File: src/dma_defines.svh
`ifndef DMA_DEFINES_SVH
`define DMA_DEFINES_SVH

`define DMA_CHANNELS 4
`define DMA_CH_W     2
`define DMA_ADDR_W   16

// CPU register map on the 4-bit address.
// Channel n address sits at 2n, its count at 2n+1.
`define REG_CMD   4'd8
`define REG_MASK  4'd10
`define REG_MODE  4'd11
`define REG_CLRFF 4'd12
`define REG_MCLR  4'd13

`define CMD_ROTATE_BIT 4
`define MASK_SET_BIT   2
`define MODE_DEC_BIT   5
`define MODE_TYPE_HI   3
`define MODE_TYPE_LO   2

`endif
File: src/dmaPkg.sv
package dmaPkg;

  typedef enum logic [1:0] {
    xferVerify = 2'd0,
    xferWrite  = 2'd1,  // I/O read to memory write.
    xferRead   = 2'd2   // Memory read to I/O write.
  } transferTypeE;

  // Bit positions of the one-hot state vector.
  typedef enum int {
    siIdx = 0,
    s0Idx = 1,
    s1Idx = 2,
    s2Idx = 3,
    s3Idx = 4,
    s4Idx = 5
  } dmaStateIdxE;

  typedef enum logic [5:0] {
    SI = 6'b000001 << siIdx,
    S0 = 6'b000001 << s0Idx,
    S1 = 6'b000001 << s1Idx,
    S2 = 6'b000001 << s2Idx,
    S3 = 6'b000001 << s3Idx,
    S4 = 6'b000001 << s4Idx
  } dmaStateE;

  typedef struct packed {
    transferTypeE transferType;
    logic         decrement;    // Address steps down when set.
  } modeRegT;

endpackage

File: src/dmaController.sv
`timescale 1ns/10ps
`include "dma_defines.svh"

module dmaController
  import dmaPkg::*;
(
  input  logic                     CLK,
  input  logic                     RESET,
  input  logic                     cpuWrite,
  input  logic [3:0]               cpuAddr,
  input  logic [7:0]               cpuData,
  input  logic [`DMA_CHANNELS-1:0] dreq,
  output logic [`DMA_CHANNELS-1:0] dack,
  output logic                     hrq,
  input  logic                     hlda,
  output logic                     aen,
  output logic                     adstb,
  output logic [`DMA_ADDR_W-1:0]   addr,
  output logic                     memrN,
  output logic                     memwN,
  output logic                     iorN,
  output logic                     iowN,
  output logic                     eopN,
  input  logic                     extEopN
);

  logic                     pending;
  logic [`DMA_CH_W-1:0]     winner;
  logic [`DMA_CHANNELS-1:0] mask;
  logic                     rotate;
  modeRegT                  selMode;
  logic                     selCountZero;
  logic [`DMA_CH_W-1:0]     svcChannel;
  logic                     advance;
  logic                     maskSet;
  logic                     served;
  logic                     regWrite;

  assign regWrite = cpuWrite & ~aen;   // CPU is locked out while the DMA owns the bus.

  priorityResolver resolver (
    .CLK(CLK), .RESET(RESET), .dreq(dreq), .mask(mask), .rotate(rotate),
    .served(served), .svcChannel(svcChannel), .pending(pending), .winner(winner)
  );

  channelRegisters regs (
    .CLK(CLK), .RESET(RESET), .cpuWrite(regWrite), .cpuAddr(cpuAddr),
    .cpuData(cpuData), .svcChannel(svcChannel), .advance(advance),
    .maskSet(maskSet), .mask(mask), .rotate(rotate), .selMode(selMode),
    .selCountZero(selCountZero), .addr(addr)
  );

  timingAndControl control (
    .CLK(CLK), .RESET(RESET), .pending(pending), .winner(winner), .hlda(hlda),
    .extEopN(extEopN), .selMode(selMode), .selCountZero(selCountZero),
    .hrq(hrq), .dack(dack), .aen(aen), .adstb(adstb), .memrN(memrN),
    .memwN(memwN), .iorN(iorN), .iowN(iowN), .eopN(eopN),
    .svcChannel(svcChannel), .advance(advance), .maskSet(maskSet), .served(served)
  );

endmodule

File: src/timingAndControl.sv
`timescale 1ns/10ps
`include "dma_defines.svh"

module timingAndControl
  import dmaPkg::*;
(
  input  logic                     CLK,
  input  logic                     RESET,
  input  logic                     pending,
  input  logic [`DMA_CH_W-1:0]     winner,
  input  logic                     hlda,
  input  logic                     extEopN,
  input  modeRegT                  selMode,
  input  logic                     selCountZero,
  output logic                     hrq,
  output logic [`DMA_CHANNELS-1:0] dack,
  output logic                     aen,
  output logic                     adstb,
  output logic                     memrN,
  output logic                     memwN,
  output logic                     iorN,
  output logic                     iowN,
  output logic                     eopN,
  output logic [`DMA_CH_W-1:0]     svcChannel,
  output logic                     advance,
  output logic                     maskSet,
  output logic                     served
);

  dmaStateE state;
  dmaStateE nextState;
  logic     busOwned;      // S1 through S4.
  logic     strobeTime;    // S2 and S3.
  logic     termCount;
  logic     abort;

  always_ff @(posedge CLK)
  begin
    if (RESET)
      state <= SI;
    else
      state <= nextState;
  end

  always_comb
  begin
    nextState = state;
    unique case (1'b1)
      state[siIdx]:
        if (pending)
          nextState = S0;
      state[s0Idx]:
        if (!pending)
          nextState = SI;
        else if (hlda)
          nextState = S1;   // Otherwise wait here with hrq high.
      state[s1Idx]:
        nextState = extEopN ? S2 : SI;
      state[s2Idx]:
        nextState = extEopN ? S3 : SI;
      state[s3Idx]:
        nextState = extEopN ? S4 : SI;
      state[s4Idx]:
        nextState = SI;
      default:
        nextState = SI;
    endcase
  end

  // Channel is frozen for the whole transfer.
  always_ff @(posedge CLK)
  begin
    if (RESET)
      svcChannel <= '0;
    else if (state[s0Idx] && pending && hlda)
      svcChannel <= winner;
  end

  assign busOwned   = state[s1Idx] | state[s2Idx] | state[s3Idx] | state[s4Idx];
  assign strobeTime = state[s2Idx] | state[s3Idx];

  assign hrq   = ~state[siIdx];
  assign aen   = busOwned;
  assign adstb = state[s1Idx];
  assign dack  = busOwned ? (`DMA_CHANNELS'(1) << svcChannel) : '0;

  // Verify drives no strobe at all.
  assign iorN  = ~(strobeTime && selMode.transferType == xferWrite);
  assign memwN = ~(strobeTime && selMode.transferType == xferWrite);
  assign memrN = ~(strobeTime && selMode.transferType == xferRead);
  assign iowN  = ~(strobeTime && selMode.transferType == xferRead);

  assign abort     = busOwned && !extEopN;
  assign advance   = state[s4Idx] && extEopN;
  assign termCount = advance && selCountZero;   // Count was zero before this step.
  assign eopN      = ~termCount;
  assign maskSet   = termCount || abort;
  assign served    = advance;

  stateOneHot: assert property (
    @(posedge CLK) disable iff (RESET)
    $onehot(state)
  );

  singleDack: assert property (
    @(posedge CLK) disable iff (RESET)
    aen |-> $onehot(dack)
  );

endmodule

File: src/channelRegisters.sv
`timescale 1ns/10ps
`include "dma_defines.svh"

module channelRegisters
  import dmaPkg::*;
(
  input  logic                     CLK,
  input  logic                     RESET,
  input  logic                     cpuWrite,
  input  logic [3:0]               cpuAddr,
  input  logic [7:0]               cpuData,
  input  logic [`DMA_CH_W-1:0]     svcChannel,
  input  logic                     advance,
  input  logic                     maskSet,
  output logic [`DMA_CHANNELS-1:0] mask,
  output logic                     rotate,
  output modeRegT                  selMode,
  output logic                     selCountZero,
  output logic [`DMA_ADDR_W-1:0]   addr
);

  logic [`DMA_ADDR_W-1:0] curAddr [`DMA_CHANNELS];
  logic [`DMA_ADDR_W-1:0] curCount [`DMA_CHANNELS];
  modeRegT                modeReg [`DMA_CHANNELS];
  logic                   bytePtr;      // High byte is next when set.
  logic [`DMA_CH_W-1:0]   wrChannel;
  logic                   chanWrite;
  logic                   masterClear;

  assign wrChannel   = cpuAddr[2:1];
  assign chanWrite   = cpuWrite && !cpuAddr[3];   // Offsets 0 to 7.
  assign masterClear = cpuWrite && (cpuAddr == `REG_MCLR);

  always_ff @(posedge CLK)
  begin
    if (RESET)
      bytePtr <= 1'b0;
    else if (masterClear || (cpuWrite && cpuAddr == `REG_CLRFF))
      bytePtr <= 1'b0;
    else if (chanWrite)
      bytePtr <= ~bytePtr;
  end

  // Current address and count load one byte per write.
  always_ff @(posedge CLK)
  begin
    if (RESET)
    begin
      for (int i = 0; i < `DMA_CHANNELS; i++)
      begin
        curAddr[i]  <= '0;
        curCount[i] <= '0;
      end
    end
    else if (chanWrite)
    begin
      if (cpuAddr[0])
      begin
        if (bytePtr)
          curCount[wrChannel][`DMA_ADDR_W-1:8] <= cpuData;
        else
          curCount[wrChannel][7:0] <= cpuData;
      end
      else
      begin
        if (bytePtr)
          curAddr[wrChannel][`DMA_ADDR_W-1:8] <= cpuData;
        else
          curAddr[wrChannel][7:0] <= cpuData;
      end
    end
    else if (advance)
    begin
      if (selMode.decrement)
        curAddr[svcChannel] <= curAddr[svcChannel] - 1'b1;
      else
        curAddr[svcChannel] <= curAddr[svcChannel] + 1'b1;
      curCount[svcChannel] <= curCount[svcChannel] - 1'b1;
    end
  end

  // Mode, mask and command registers.
  always_ff @(posedge CLK)
  begin
    if (RESET || masterClear)
    begin
      mask   <= '1;    // Every channel starts masked.
      rotate <= 1'b0;
      for (int i = 0; i < `DMA_CHANNELS; i++)
        modeReg[i] <= '0;
    end
    else
    begin
      if (cpuWrite)
      begin
        case (cpuAddr)
          `REG_CMD:
            rotate <= cpuData[`CMD_ROTATE_BIT];
          `REG_MASK:
            mask[cpuData[`DMA_CH_W-1:0]] <= cpuData[`MASK_SET_BIT];
          `REG_MODE:
          begin
            modeReg[cpuData[`DMA_CH_W-1:0]].transferType <=
              transferTypeE'(cpuData[`MODE_TYPE_HI:`MODE_TYPE_LO]);
            modeReg[cpuData[`DMA_CH_W-1:0]].decrement <= cpuData[`MODE_DEC_BIT];
          end
          default:
            rotate <= rotate;
        endcase
      end
      if (maskSet)
        mask[svcChannel] <= 1'b1;   // Terminal count or abort.
    end
  end

  assign selMode      = modeReg[svcChannel];
  assign selCountZero = (curCount[svcChannel] == '0);
  assign addr         = curAddr[svcChannel];

  // CPU writes are blocked at the top while the bus is owned.
  noWriteDuringAdvance: assert property (
    @(posedge CLK) disable iff (RESET)
    !(advance && cpuWrite)
  );

endmodule

File: src/priorityResolver.sv
`timescale 1ns/10ps
`include "dma_defines.svh"

module priorityResolver
(
  input  logic                     CLK,
  input  logic                     RESET,
  input  logic [`DMA_CHANNELS-1:0] dreq,
  input  logic [`DMA_CHANNELS-1:0] mask,
  input  logic                     rotate,
  input  logic                     served,
  input  logic [`DMA_CH_W-1:0]     svcChannel,
  output logic                     pending,
  output logic [`DMA_CH_W-1:0]     winner
);

  logic [`DMA_CH_W-1:0]     topChannel;  // One past the last served channel.
  logic [`DMA_CHANNELS-1:0] active;
  logic [`DMA_CH_W-1:0]     base;
  logic [`DMA_CH_W-1:0]     idx;
  logic                     found;

  assign active  = dreq & ~mask;
  assign pending = |active;
  assign base    = rotate ? topChannel : '0;   // Fixed priority starts at channel 0.

  // The pointer only moves while rotation is enabled.
  always_ff @(posedge CLK)
  begin
    if (RESET)
      topChannel <= '0;
    else if (served && rotate)
      topChannel <= svcChannel + 1'b1;
  end

  // Scan from the highest priority channel upward, wrapping around.
  always_comb
  begin
    winner = base;
    found  = 1'b0;
    idx    = base;
    for (int i = 0; i < `DMA_CHANNELS; i++)
    begin
      idx = base + `DMA_CH_W'(i);
      if (!found && active[idx])
      begin
        winner = idx;
        found  = 1'b1;
      end
    end
  end

  winnerIsRequesting: assert property (
    @(posedge CLK) disable iff (RESET)
    pending |-> (dreq[winner] && !mask[winner])
  );

endmodule

File: config.mk
export PLATFORM = sky130hd
export DESIGN_NAME = dmaController
export DESIGN_NICKNAME = d
export VERILOG_FILES = /design/src/dmaPkg.sv /design/src/dmaController.sv /design/src/timingAndControl.sv /design/src/channelRegisters.sv /design/src/priorityResolver.sv
export VERILOG_INCLUDE_DIRS = /design/src /design/src/src
export SDC_FILE = /design/constraint.sdc
export NUM_CORES = 1
export LEC_CHECK = 0
export BUFFER_PORTS_ARGS = -buffer_cell sky130_fd_sc_hd__buf_4
export CAP_MARGIN = 20
export CORE_MARGIN = 2
export CORE_UTILIZATION = 55
export DETAILED_ROUTE_END_ITERATION = 10
export HOLD_SLACK_MARGIN = 0.06
export PLACE_DENSITY = 0.71
export SLEW_MARGIN = 25
export SYNTH_ARGS = -nofsm -noshare
export SYNTH_HDL_FRONTEND = slang
export SYNTH_HIERARCHICAL = 1
export SYNTH_SLANG_ARGS = --single-unit
File: constraint.sdc
create_clock -name CLK -period 10.31 [get_ports CLK]
set_input_delay 2.062 -clock CLK [delete_from_list [all_inputs] [get_ports CLK]]
set_output_delay 2.062 -clock CLK [all_outputs]
set_load 0.02 [all_outputs]
# After elaboration in Yosys (flattened, before gate mapping)
# Memory sizes are Yosys's and may differ from the RTL's. A register that Yosys moved wholly into a read port is not among the register bits.
# Index checks and enable logic that the tools add are counted.
# word_totals
word_cells,178
ff_bits,16
mem_count,3
output_inout_bits,28
ram_bits,140
input_bits,21
# mem_list
memory,depth,width,read_ports,rd_ports_with_merged_regs,write_ports,line,text
regs.curAddr,4,16,1,1,4,channelRegisters.sv:22,logic [`DMA_ADDR_W-1:0] curAddr [`DMA_CHANNELS];
regs.curCount,4,16,1,1,4,channelRegisters.sv:23,logic [`DMA_ADDR_W-1:0] curCount [`DMA_CHANNELS];
regs.modeReg,4,3,1,1,4,channelRegisters.sv:24,modeRegT modeReg [`DMA_CHANNELS];
# op_classes
shift,1
eq_ne,9
muxes,94
bitwise,15
order_cmp,8
add_sub_neg,7
n_reduce_logical,34
# op_table
operator,count
2-to-1 mux 16 bit,5
OR reduction 16 bit,4
2-to-1 mux 1 bit,50
2-to-1 mux 2 bit,19
subtractor 16 x 1 -> 16 bit (second input constant),2
one-hot mux 6 bit (5 select lines),1
2-to-1 mux 4 bit,6
2-to-1 mux 6 bit,4
== test 4 bit (second input constant),5
< comparator 2 x 3 -> 1 bit (second input constant),6
adder 16 x 1 -> 16 bit (second input constant),1
logical AND 1 bit,16
logical NOT 16 bit,1
binary-select mux 1 bit (select 2 bit),4
NOT 1 bit,6
logical NOT 1 bit,5
2-to-1 mux 5 bit,1
OR 1 bit,5
adder 2 x 1 -> 2 bit (second input constant),2
adder 2 bit (second input constant),2
bitwise AND 4 bit,1
bitwise mux 4 bit,1
demux 1 bit (select 2 bit),2
>= comparator 2 x 1 -> 1 bit (second input constant),2
14 further kinds,17

# Longest topological paths before layout
# Gate-level depths: netlist of run 1.
# logic_depth
depth_word,16
ltp_mapped,16
mapped_depth_nobuf,16

# Modules after synthesis
# Netlist of run 1, hierarchy kept.
# modules_own_cells
mod,instances,area_per_inst_um2,seq_area_each_um2,cells_each
channelRegisters,1,7699.9,4324.1,643
timingAndControl,1,411.6,160.2,46
priorityResolver,1,367.9,40.0,44
dmaController,1,13.8,0.0,1

# Least setup slack after synthesis of run 1
# No wires, ideal clock.
# synth_path
path_kind,input to register
from,input cpuWrite
to,memory regs/curAddr[0][11] (netlist bit) (data pin)
setup_slack_ps,5177
n_path_buf,0
setup_time_ps,265
path_stages,13
arrival_ps,4868
required_time_ps,10045
cell_sequence,nor2b_4 -> nand2b_1 -> nand3b_1 -> nor2_1 -> inv_1 -> ha_1 -> and3b_2 -> a221o_1 -> o21ai_1 -> a211oi_1 -> or3_1 -> a31oi_1 -> nor2_1
# synth_rtl
element,line,text
"start, declared",dmaController.sv:9,"input logic cpuWrite,"
"end, declared",channelRegisters.sv:22,

==> results of run 1 <==
## sequential cells by signal (all words and copies together), names as in the netlist
signal	count
control/svcChannel	2
regs/curCount	64
regs/modeReg	12
regs/mask	4
regs/curAddr	64
regs/rotate	1
resolver/topChannel	2
regs/bytePtr	1
control/state	6
## routing by layer
metal,global-route usage (%),part of all wire [%]
met5,0,0
met4,10.1,2.2
met3,5.26,7.2
met2,40.6,47
met1,35.7,44
## worst max-delay path, stage by stage, from the launching register on
cell	delay (ps)
dfxtp_2	690
buf_4	610
mux4_1	720
or3_4	420
a2111o_1	430
nor4_1	360
nand2_1	180
buf_4	200
## logic make-up after synthesis
kind of cell,Yosys count
flip-flops,156
XOR/XNOR,24
multiplexers,50
adder cells (fa/ha/maj),18
AO/OA/AOI/OAI,117
AND/OR/NAND/NOR,293
buffers and inverters,76
## final cells by class
class                   count  area, µm²
flip-flops and latches    156       4530
fillers                  1177       5610
clock buffers              20        437
repair buffers             53        398
multi-input cells         502       3650
well taps                 188        235
clock inverters            11        121
inverters                  45        169
## power groups by stage
stage	clock network, µW	logic, µW	registers (µW)
floorplan	0	63.6	730
global placement	0	95.7	731
detailed placement	0	97.7	733
CTS	608	98.2	720
global route	634	107	722
finish	598	99.2	720
## Yosys cell counts (all sizes together) (2+ instances only)
cell     number  area, µm²
and3          9       56.3
or2           2       12.5
or4           2       22.5
xnor2        11        104
nor2b        12       85.1
a311oi        3       26.3
o21ai        18       90.1
mux2          5       63.8
and3b         4       36.3
edfxtp      140       4200
a22oi        11       82.6
nand3        11       55.1
a21oi        30        150
dfxtp        16        320
nand4         6       37.5
nand2b       24        158
o21a          4       30.0
o2111ai       2       17.5
a2111oi       2       17.5
a2111o        2       22.5
o31ai         3       22.5
nor2        136        510
nor3         14       91.3
and2          8       55.1
xor2         13        114
buf          12       78.8
clkbuf       19       71.3
a21o          3       22.5
o22a          3       26.3
a32oi         3       26.3
or3           5       36.3
nand3b        4       30.0
a211oi        4       30.0
nor4          2       18.8
nand2        48        188
nor3b         3       22.5
ha           17        213
o22ai         5       31.3
mux2i        11        110
mux4         34        785
a31oi         4       25.0
a21boi        9       71.3
inv          45        169
## worst paths after layout
path | to | from | cells after the start
max | eopN | control/svcChannel[0] | 7
min | regs/mask[0] | regs/mask[0] | 2
max reg2reg | regs/curAddr[2][11] | control/state[4] | 16
min reg2reg | regs/mask[0] | regs/mask[0] | 2
## layout by cell type, fill, tap and decap left out, types with 4 or more instances in the layout
cell type and instances:
clkinvlp_4 4, o21ai_0 12, nand2_1 47, and3_1 9, a22oi_1 11, o21ai_1 6, nand3_1 11, buf_4 53
nand2b_1 23, and2_1 6, clkbuf_16 17, a21boi_0 4, nor2b_1 10, a21oi_1 30, nand4_1 6, a211oi_1 4
a21boi_1 4, or3_1 4, nand3b_1 4, mux2i_1 11, o21a_1 4, xnor2_1 10, inv_1 44, edfxtp_1 140
ha_1 17, mux4_2 29, dfxtp_1 14, mux4_1 5, xor2_1 13, nor3_1 11, nor2_1 136, a31oi_1 4
o22ai_1 5
## through the flow
stage / instances / utilization (%)
after global routing: 975 / 63.0
final: 975 / 63.0
after detailed placement: 944 / 59.3
after CTS: 975 / 63.0
after global placement: 944 / 59.3
after floorplan: 734 / -
==> impl_results.md, run 1 <==
* Worst hold slack at 482 ps
* Chip height at 128 µm
* Combinational power share at 7.0%
* Synth Area in Simple Gates at 17.0%
* CTS tree: done
* Vias in the first global route at 5,952
* Post-Syn Nets at 773
* Post-synth cell types at 79
* Clock sinks at 156
* Post-synth EDFFs at 140
* Placeable Area at 0.0151 mm²
* Largest family of logic cells by synthesized area: simple AND/OR/NAND/NOR gates
* Leakage power at 0.00366 µW
* Final WS setup at 4180 ps
* Slew margin rel. at 35.0%
* Yosys reg bits at 156
* Register area share after synthesis at 53.3%
* Status: finished, final reports clean
* Net switching power at 315 µW
* Via density per instance at 6.26
* Adder-cell share of the synthesized area at 2.74%
* Largest net degree at the start of global routing at 37
* Maxcap violations at 0
* Synthesis warning total at 6
* Pre-CTS setup slack at 4060 ps
* VDD IR max at 0.000116 V
* Starting Density at 56.1%
* Internal Dissipation at 1100 µW
* Clock root buffer: clkbuf_16
* Critical path capture point type: output port
* Antenna Cells at 0
* Reg2Reg Setup Slack at 5320 ps
* Worst-Margin Slew at 971 ps
* Layout area overhead at 12.3%
* Ports at 49
* Full die area at 0.0165 mm²
* Clock tree buffer depth at 2
* Worst hold path type: flip-flop to flip-flop
* Mux cell area share after synthesis at 11.3%
* H-tree depth at 4
* RSZ-0062 raised after global routing: false
* Port buffer count at 48
* Fmax at 163 MHz
* Initial antenna violation count at 0
* Synth Area per Inst at 11.6 µm²
* Total GRT Usage at 25.9%
* Row cnt at 45
* Worst-Skew Late Latency at 430 ps
* Compound-Gate Fraction of Synth Area at 9.37%
* Routability cong. at 0.950
* Number of gates resized after cts at 0
* Setup Buffers After CTS at 0
* Total design power at 1420 µW
* Final setup fails at 0
* FFs w/ async S/R, synth at 0%
* Cts hold-fix bufs at 0
* Setup Crit Path Kind: flip-flop to output port
* DR pass1 iterations at 5
* Drt total wl at 20,400 µm
* CP Data Arrival Time at 4070 ps
* Clock Skews at 7.50 ps
* Clock Power Share at 42.2%
* CP startpoint kind: flip-flop
* Post-route ant nets at 0
* Design Area, Final at 0.00954 mm²
* Via count at 6,105
* Share of layout cells above drive strength 1 at 17.0%
* Die Width at 128 µm
* Slew Limit Fails at 0
* Synthesized instance count at 734
* Placed Area at 0.00898 mm²
* Routed len/inst at 20.9 µm
* Pwr Density at 149 mW/mm²
* Switching share of power at 22.2%
* Ys flop type: edfxtp_1
* Setup TNS at 0 ps
* Final worst-path cycle share at 59.5%
* Final Critical Period at 6130 ps
* Post-DP HPWL at 13,900 µm
* Remaining DRCs at 0
* First-pass GRT wire length at 31,900 µm
* Mapped Area at 0.00849 mm²
* Fraction of synthesized cell area in xor and xnor cells at 2.56%
* Fin. Hold Viols at 0
* Critical path data required time at 8250 ps
* Layout net count at 814
* CTS Buf Count at 17
* Crit-path max FO at 36
* GRT overflow at 0
* Detailed Route Iter0 Violations at 753
* Part of the power in registers at 50.8%
* Clk slew on worst S/H paths at 60 ps
(Power assumes the default switching activity.)
==> run 2, diff against run 1 <==
- clock period: 10.31 -> 6.3 ns (I/O delays scaled with it)
==> run 2 against run 1 <==
Core utilization grew 0.23 points. Worst setup slack lost 2600 ps. Count of clock-buffer cells in the layout grew 1. Sequential power grew 64%. Non-clock buffer count grew 2. Flip-flop and latch count is the same. Via count shrank 0.29%. Sequential share of layout area shrank 0.17 points. Die area is the same.
==> impl_results.md, run 2 (same netlist as run 1, synthesis figures left out) <==
* Fin. Hold Viols at 0
* Critical path capture point type: flip-flop
* Largest net degree at the start of global routing at 35
* Die Width at 128 µm
* Reg2Reg Setup Slack at 1620 ps
* Clock Power Share at 42.7%
* Worst-Margin Slew at 1010 ps
* Worst Hold Endpoint: regs/mask[0]
* DR pass1 iterations at 5
* Ports at 49
* Total design power at 2340 µW
* Layout net count at 816
* Via density per instance at 6.22
* Clock sinks at 156
* VDD IR max at 0.000188 V
* Slew margin rel. at 32.3%
* Fmax at 214 MHz
* Switching share of power at 22.9%
* Worst hold path type: flip-flop to flip-flop
* Crit-path max FO at 18
* Setup Buffers After CTS at 0
* Starting Density at 56.1%
* Share of layout cells above drive strength 1 at 17.7%
* Critical path data required time at 6460 ps
* Commonest non-fill, non-tap cell in the layout: edfxtp_1
* Detailed Route Iter0 Violations at 636
* Setup Crit Path Kind: flip-flop to flip-flop
* Register-to-Register Path Depth at 17
* CTS tree: done
* Antenna Cells at 0
* Final setup fails at 0
* Biggest regs: regs/curAddr x64, regs/curCount x64, regs/modeReg x12
* Number of gates resized after cts at 0
* Clock Skews at 9.54 ps
* Fillers at 1,179
* Final worst-path cycle share at 74.3%
* CTS Buf Count at 17
* Clock tree buffer depth at 2
* Worst hold slack at 489 ps
* Routability cong. at 0.940
* Via count at 6,087
* Internal Dissipation at 1800 µW
* Cts hold-fix bufs at 0
* GRT overflow at 0
* Setup TNS at 0 ps
* Pwr Density at 244 mW/mm²
* Worst hold stages at 2
* Drt total wl at 20,400 µm
* Part of the power in registers at 50.4%
* Crit path launch: control/state[4]
* Pre-CTS setup slack at 1280 ps
* Final WS setup at 1620 ps
* Total GRT Usage at 26.0%
* Commonest non-fill, non-tap cells in the layout: edfxtp_1, nor2_1, buf_4
* Final Critical Period at 4680 ps
* Net switching power at 535 µW
* Full die area at 0.0165 mm²
* First-pass GRT wire length at 32,000 µm
* Worst-Skew Late Latency at 430 ps
* Remaining DRCs at 0
* CP startpoint kind: flip-flop
* Post-DP HPWL at 13,800 µm
* R2R Path Start: control/state[4]
* Placeable Area at 0.0151 mm²
* RSZ-0062 raised after global routing: false
* Status: finished, final reports clean
* Clock root buffer: clkbuf_16
* Combinational power share at 7.0%
* Maxcap violations at 0
* Initial antenna violation count at 0
* CP Data Arrival Time at 4840 ps
* Post-route ant nets at 0
* Hold path startpoint: regs/mask[0]
* Reg2reg end: regs/curAddr[0][11]
* Clk slew on worst S/H paths at 60 ps
* H-tree depth at 4
* Layout area overhead at 12.7%
* Routed len/inst at 20.9 µm
* Leakage power at 0.00369 µW
* Slew Limit Fails at 0
* Port buffer count at 48
* Vias in the first global route at 5,923
* Row cnt at 45
* Chip height at 128 µm
run 2: how the worst max path moves through the flow:
stage               slack, ps  cells after the start                  end
global placement         1410                     15  regs/curAddr[1][11]
floorplan                1620                     13  regs/curAddr[0][11]
global route             1270                     16  regs/curAddr[2][15]
finish                   1620                     17  regs/curAddr[0][11]
detailed placement       1280                     15  regs/curAddr[2][11]
CTS                      1620                      6                 eopN
run 2: layer usage:
layer | global-route usage, % | vias to the layer above | share of wire (%)
li1 | - | 2797 | -
met1 | 35.7 | 2942 | 43
met2 | 40.3 | 307 | 46
met3 | 6.55 | 41 | 9.2
met4 | 10.2 | 0 | 2.5
met5 | 0 | - | 0
run 2: area by class of cell:
class | count | area, µm² | share of cell area (%)
clock buffer | 21 | 470 | 4.92
multi-input combinational | 502 | 3650 | 38.1
timing repair buffer | 55 | 413 | 4.31
inverter | 45 | 169 | 1.76
clock inverter | 11 | 108 | 1.12
tap | 188 | 235 | 2.46
sequential | 156 | 4530 | 47.3
run 2: metrics by stage:
stage	cells	utilization, %	cell area [µm²]
floorplan	734	-	8490
global placement	946	59.4	8990
detailed placement	946	59.4	8990
CTS	978	63.2	9570
global route	978	63.2	9570
finish	978	63.2	9570
run 2: worst max-delay path, cell delays in order (launching register included):
cell and delay, ps:
dfxtp_1 330, or2_1 290, nor3_4 220, inv_2 90, nor2b_4 230, nand2b_1 150, nand3b_1 110, buf_4 240
nor2_1 100, inv_1 450, ha_1 400, and3b_2 220, a221o_1 360, o21ai_1 230, a211oi_1 130, or3_1 350
a31oi_1 370, nor2_1 120
run 2: power groups by stage:
stage	Clock [µW]	Combinational [µW]	Sequential, µW
final	998	163	1180
after global routing	1050	175	1180
after CTS	1010	161	1180
after detailed placement	0	160	1200
after global placement	0	157	1200
after floorplan	0	104	1190
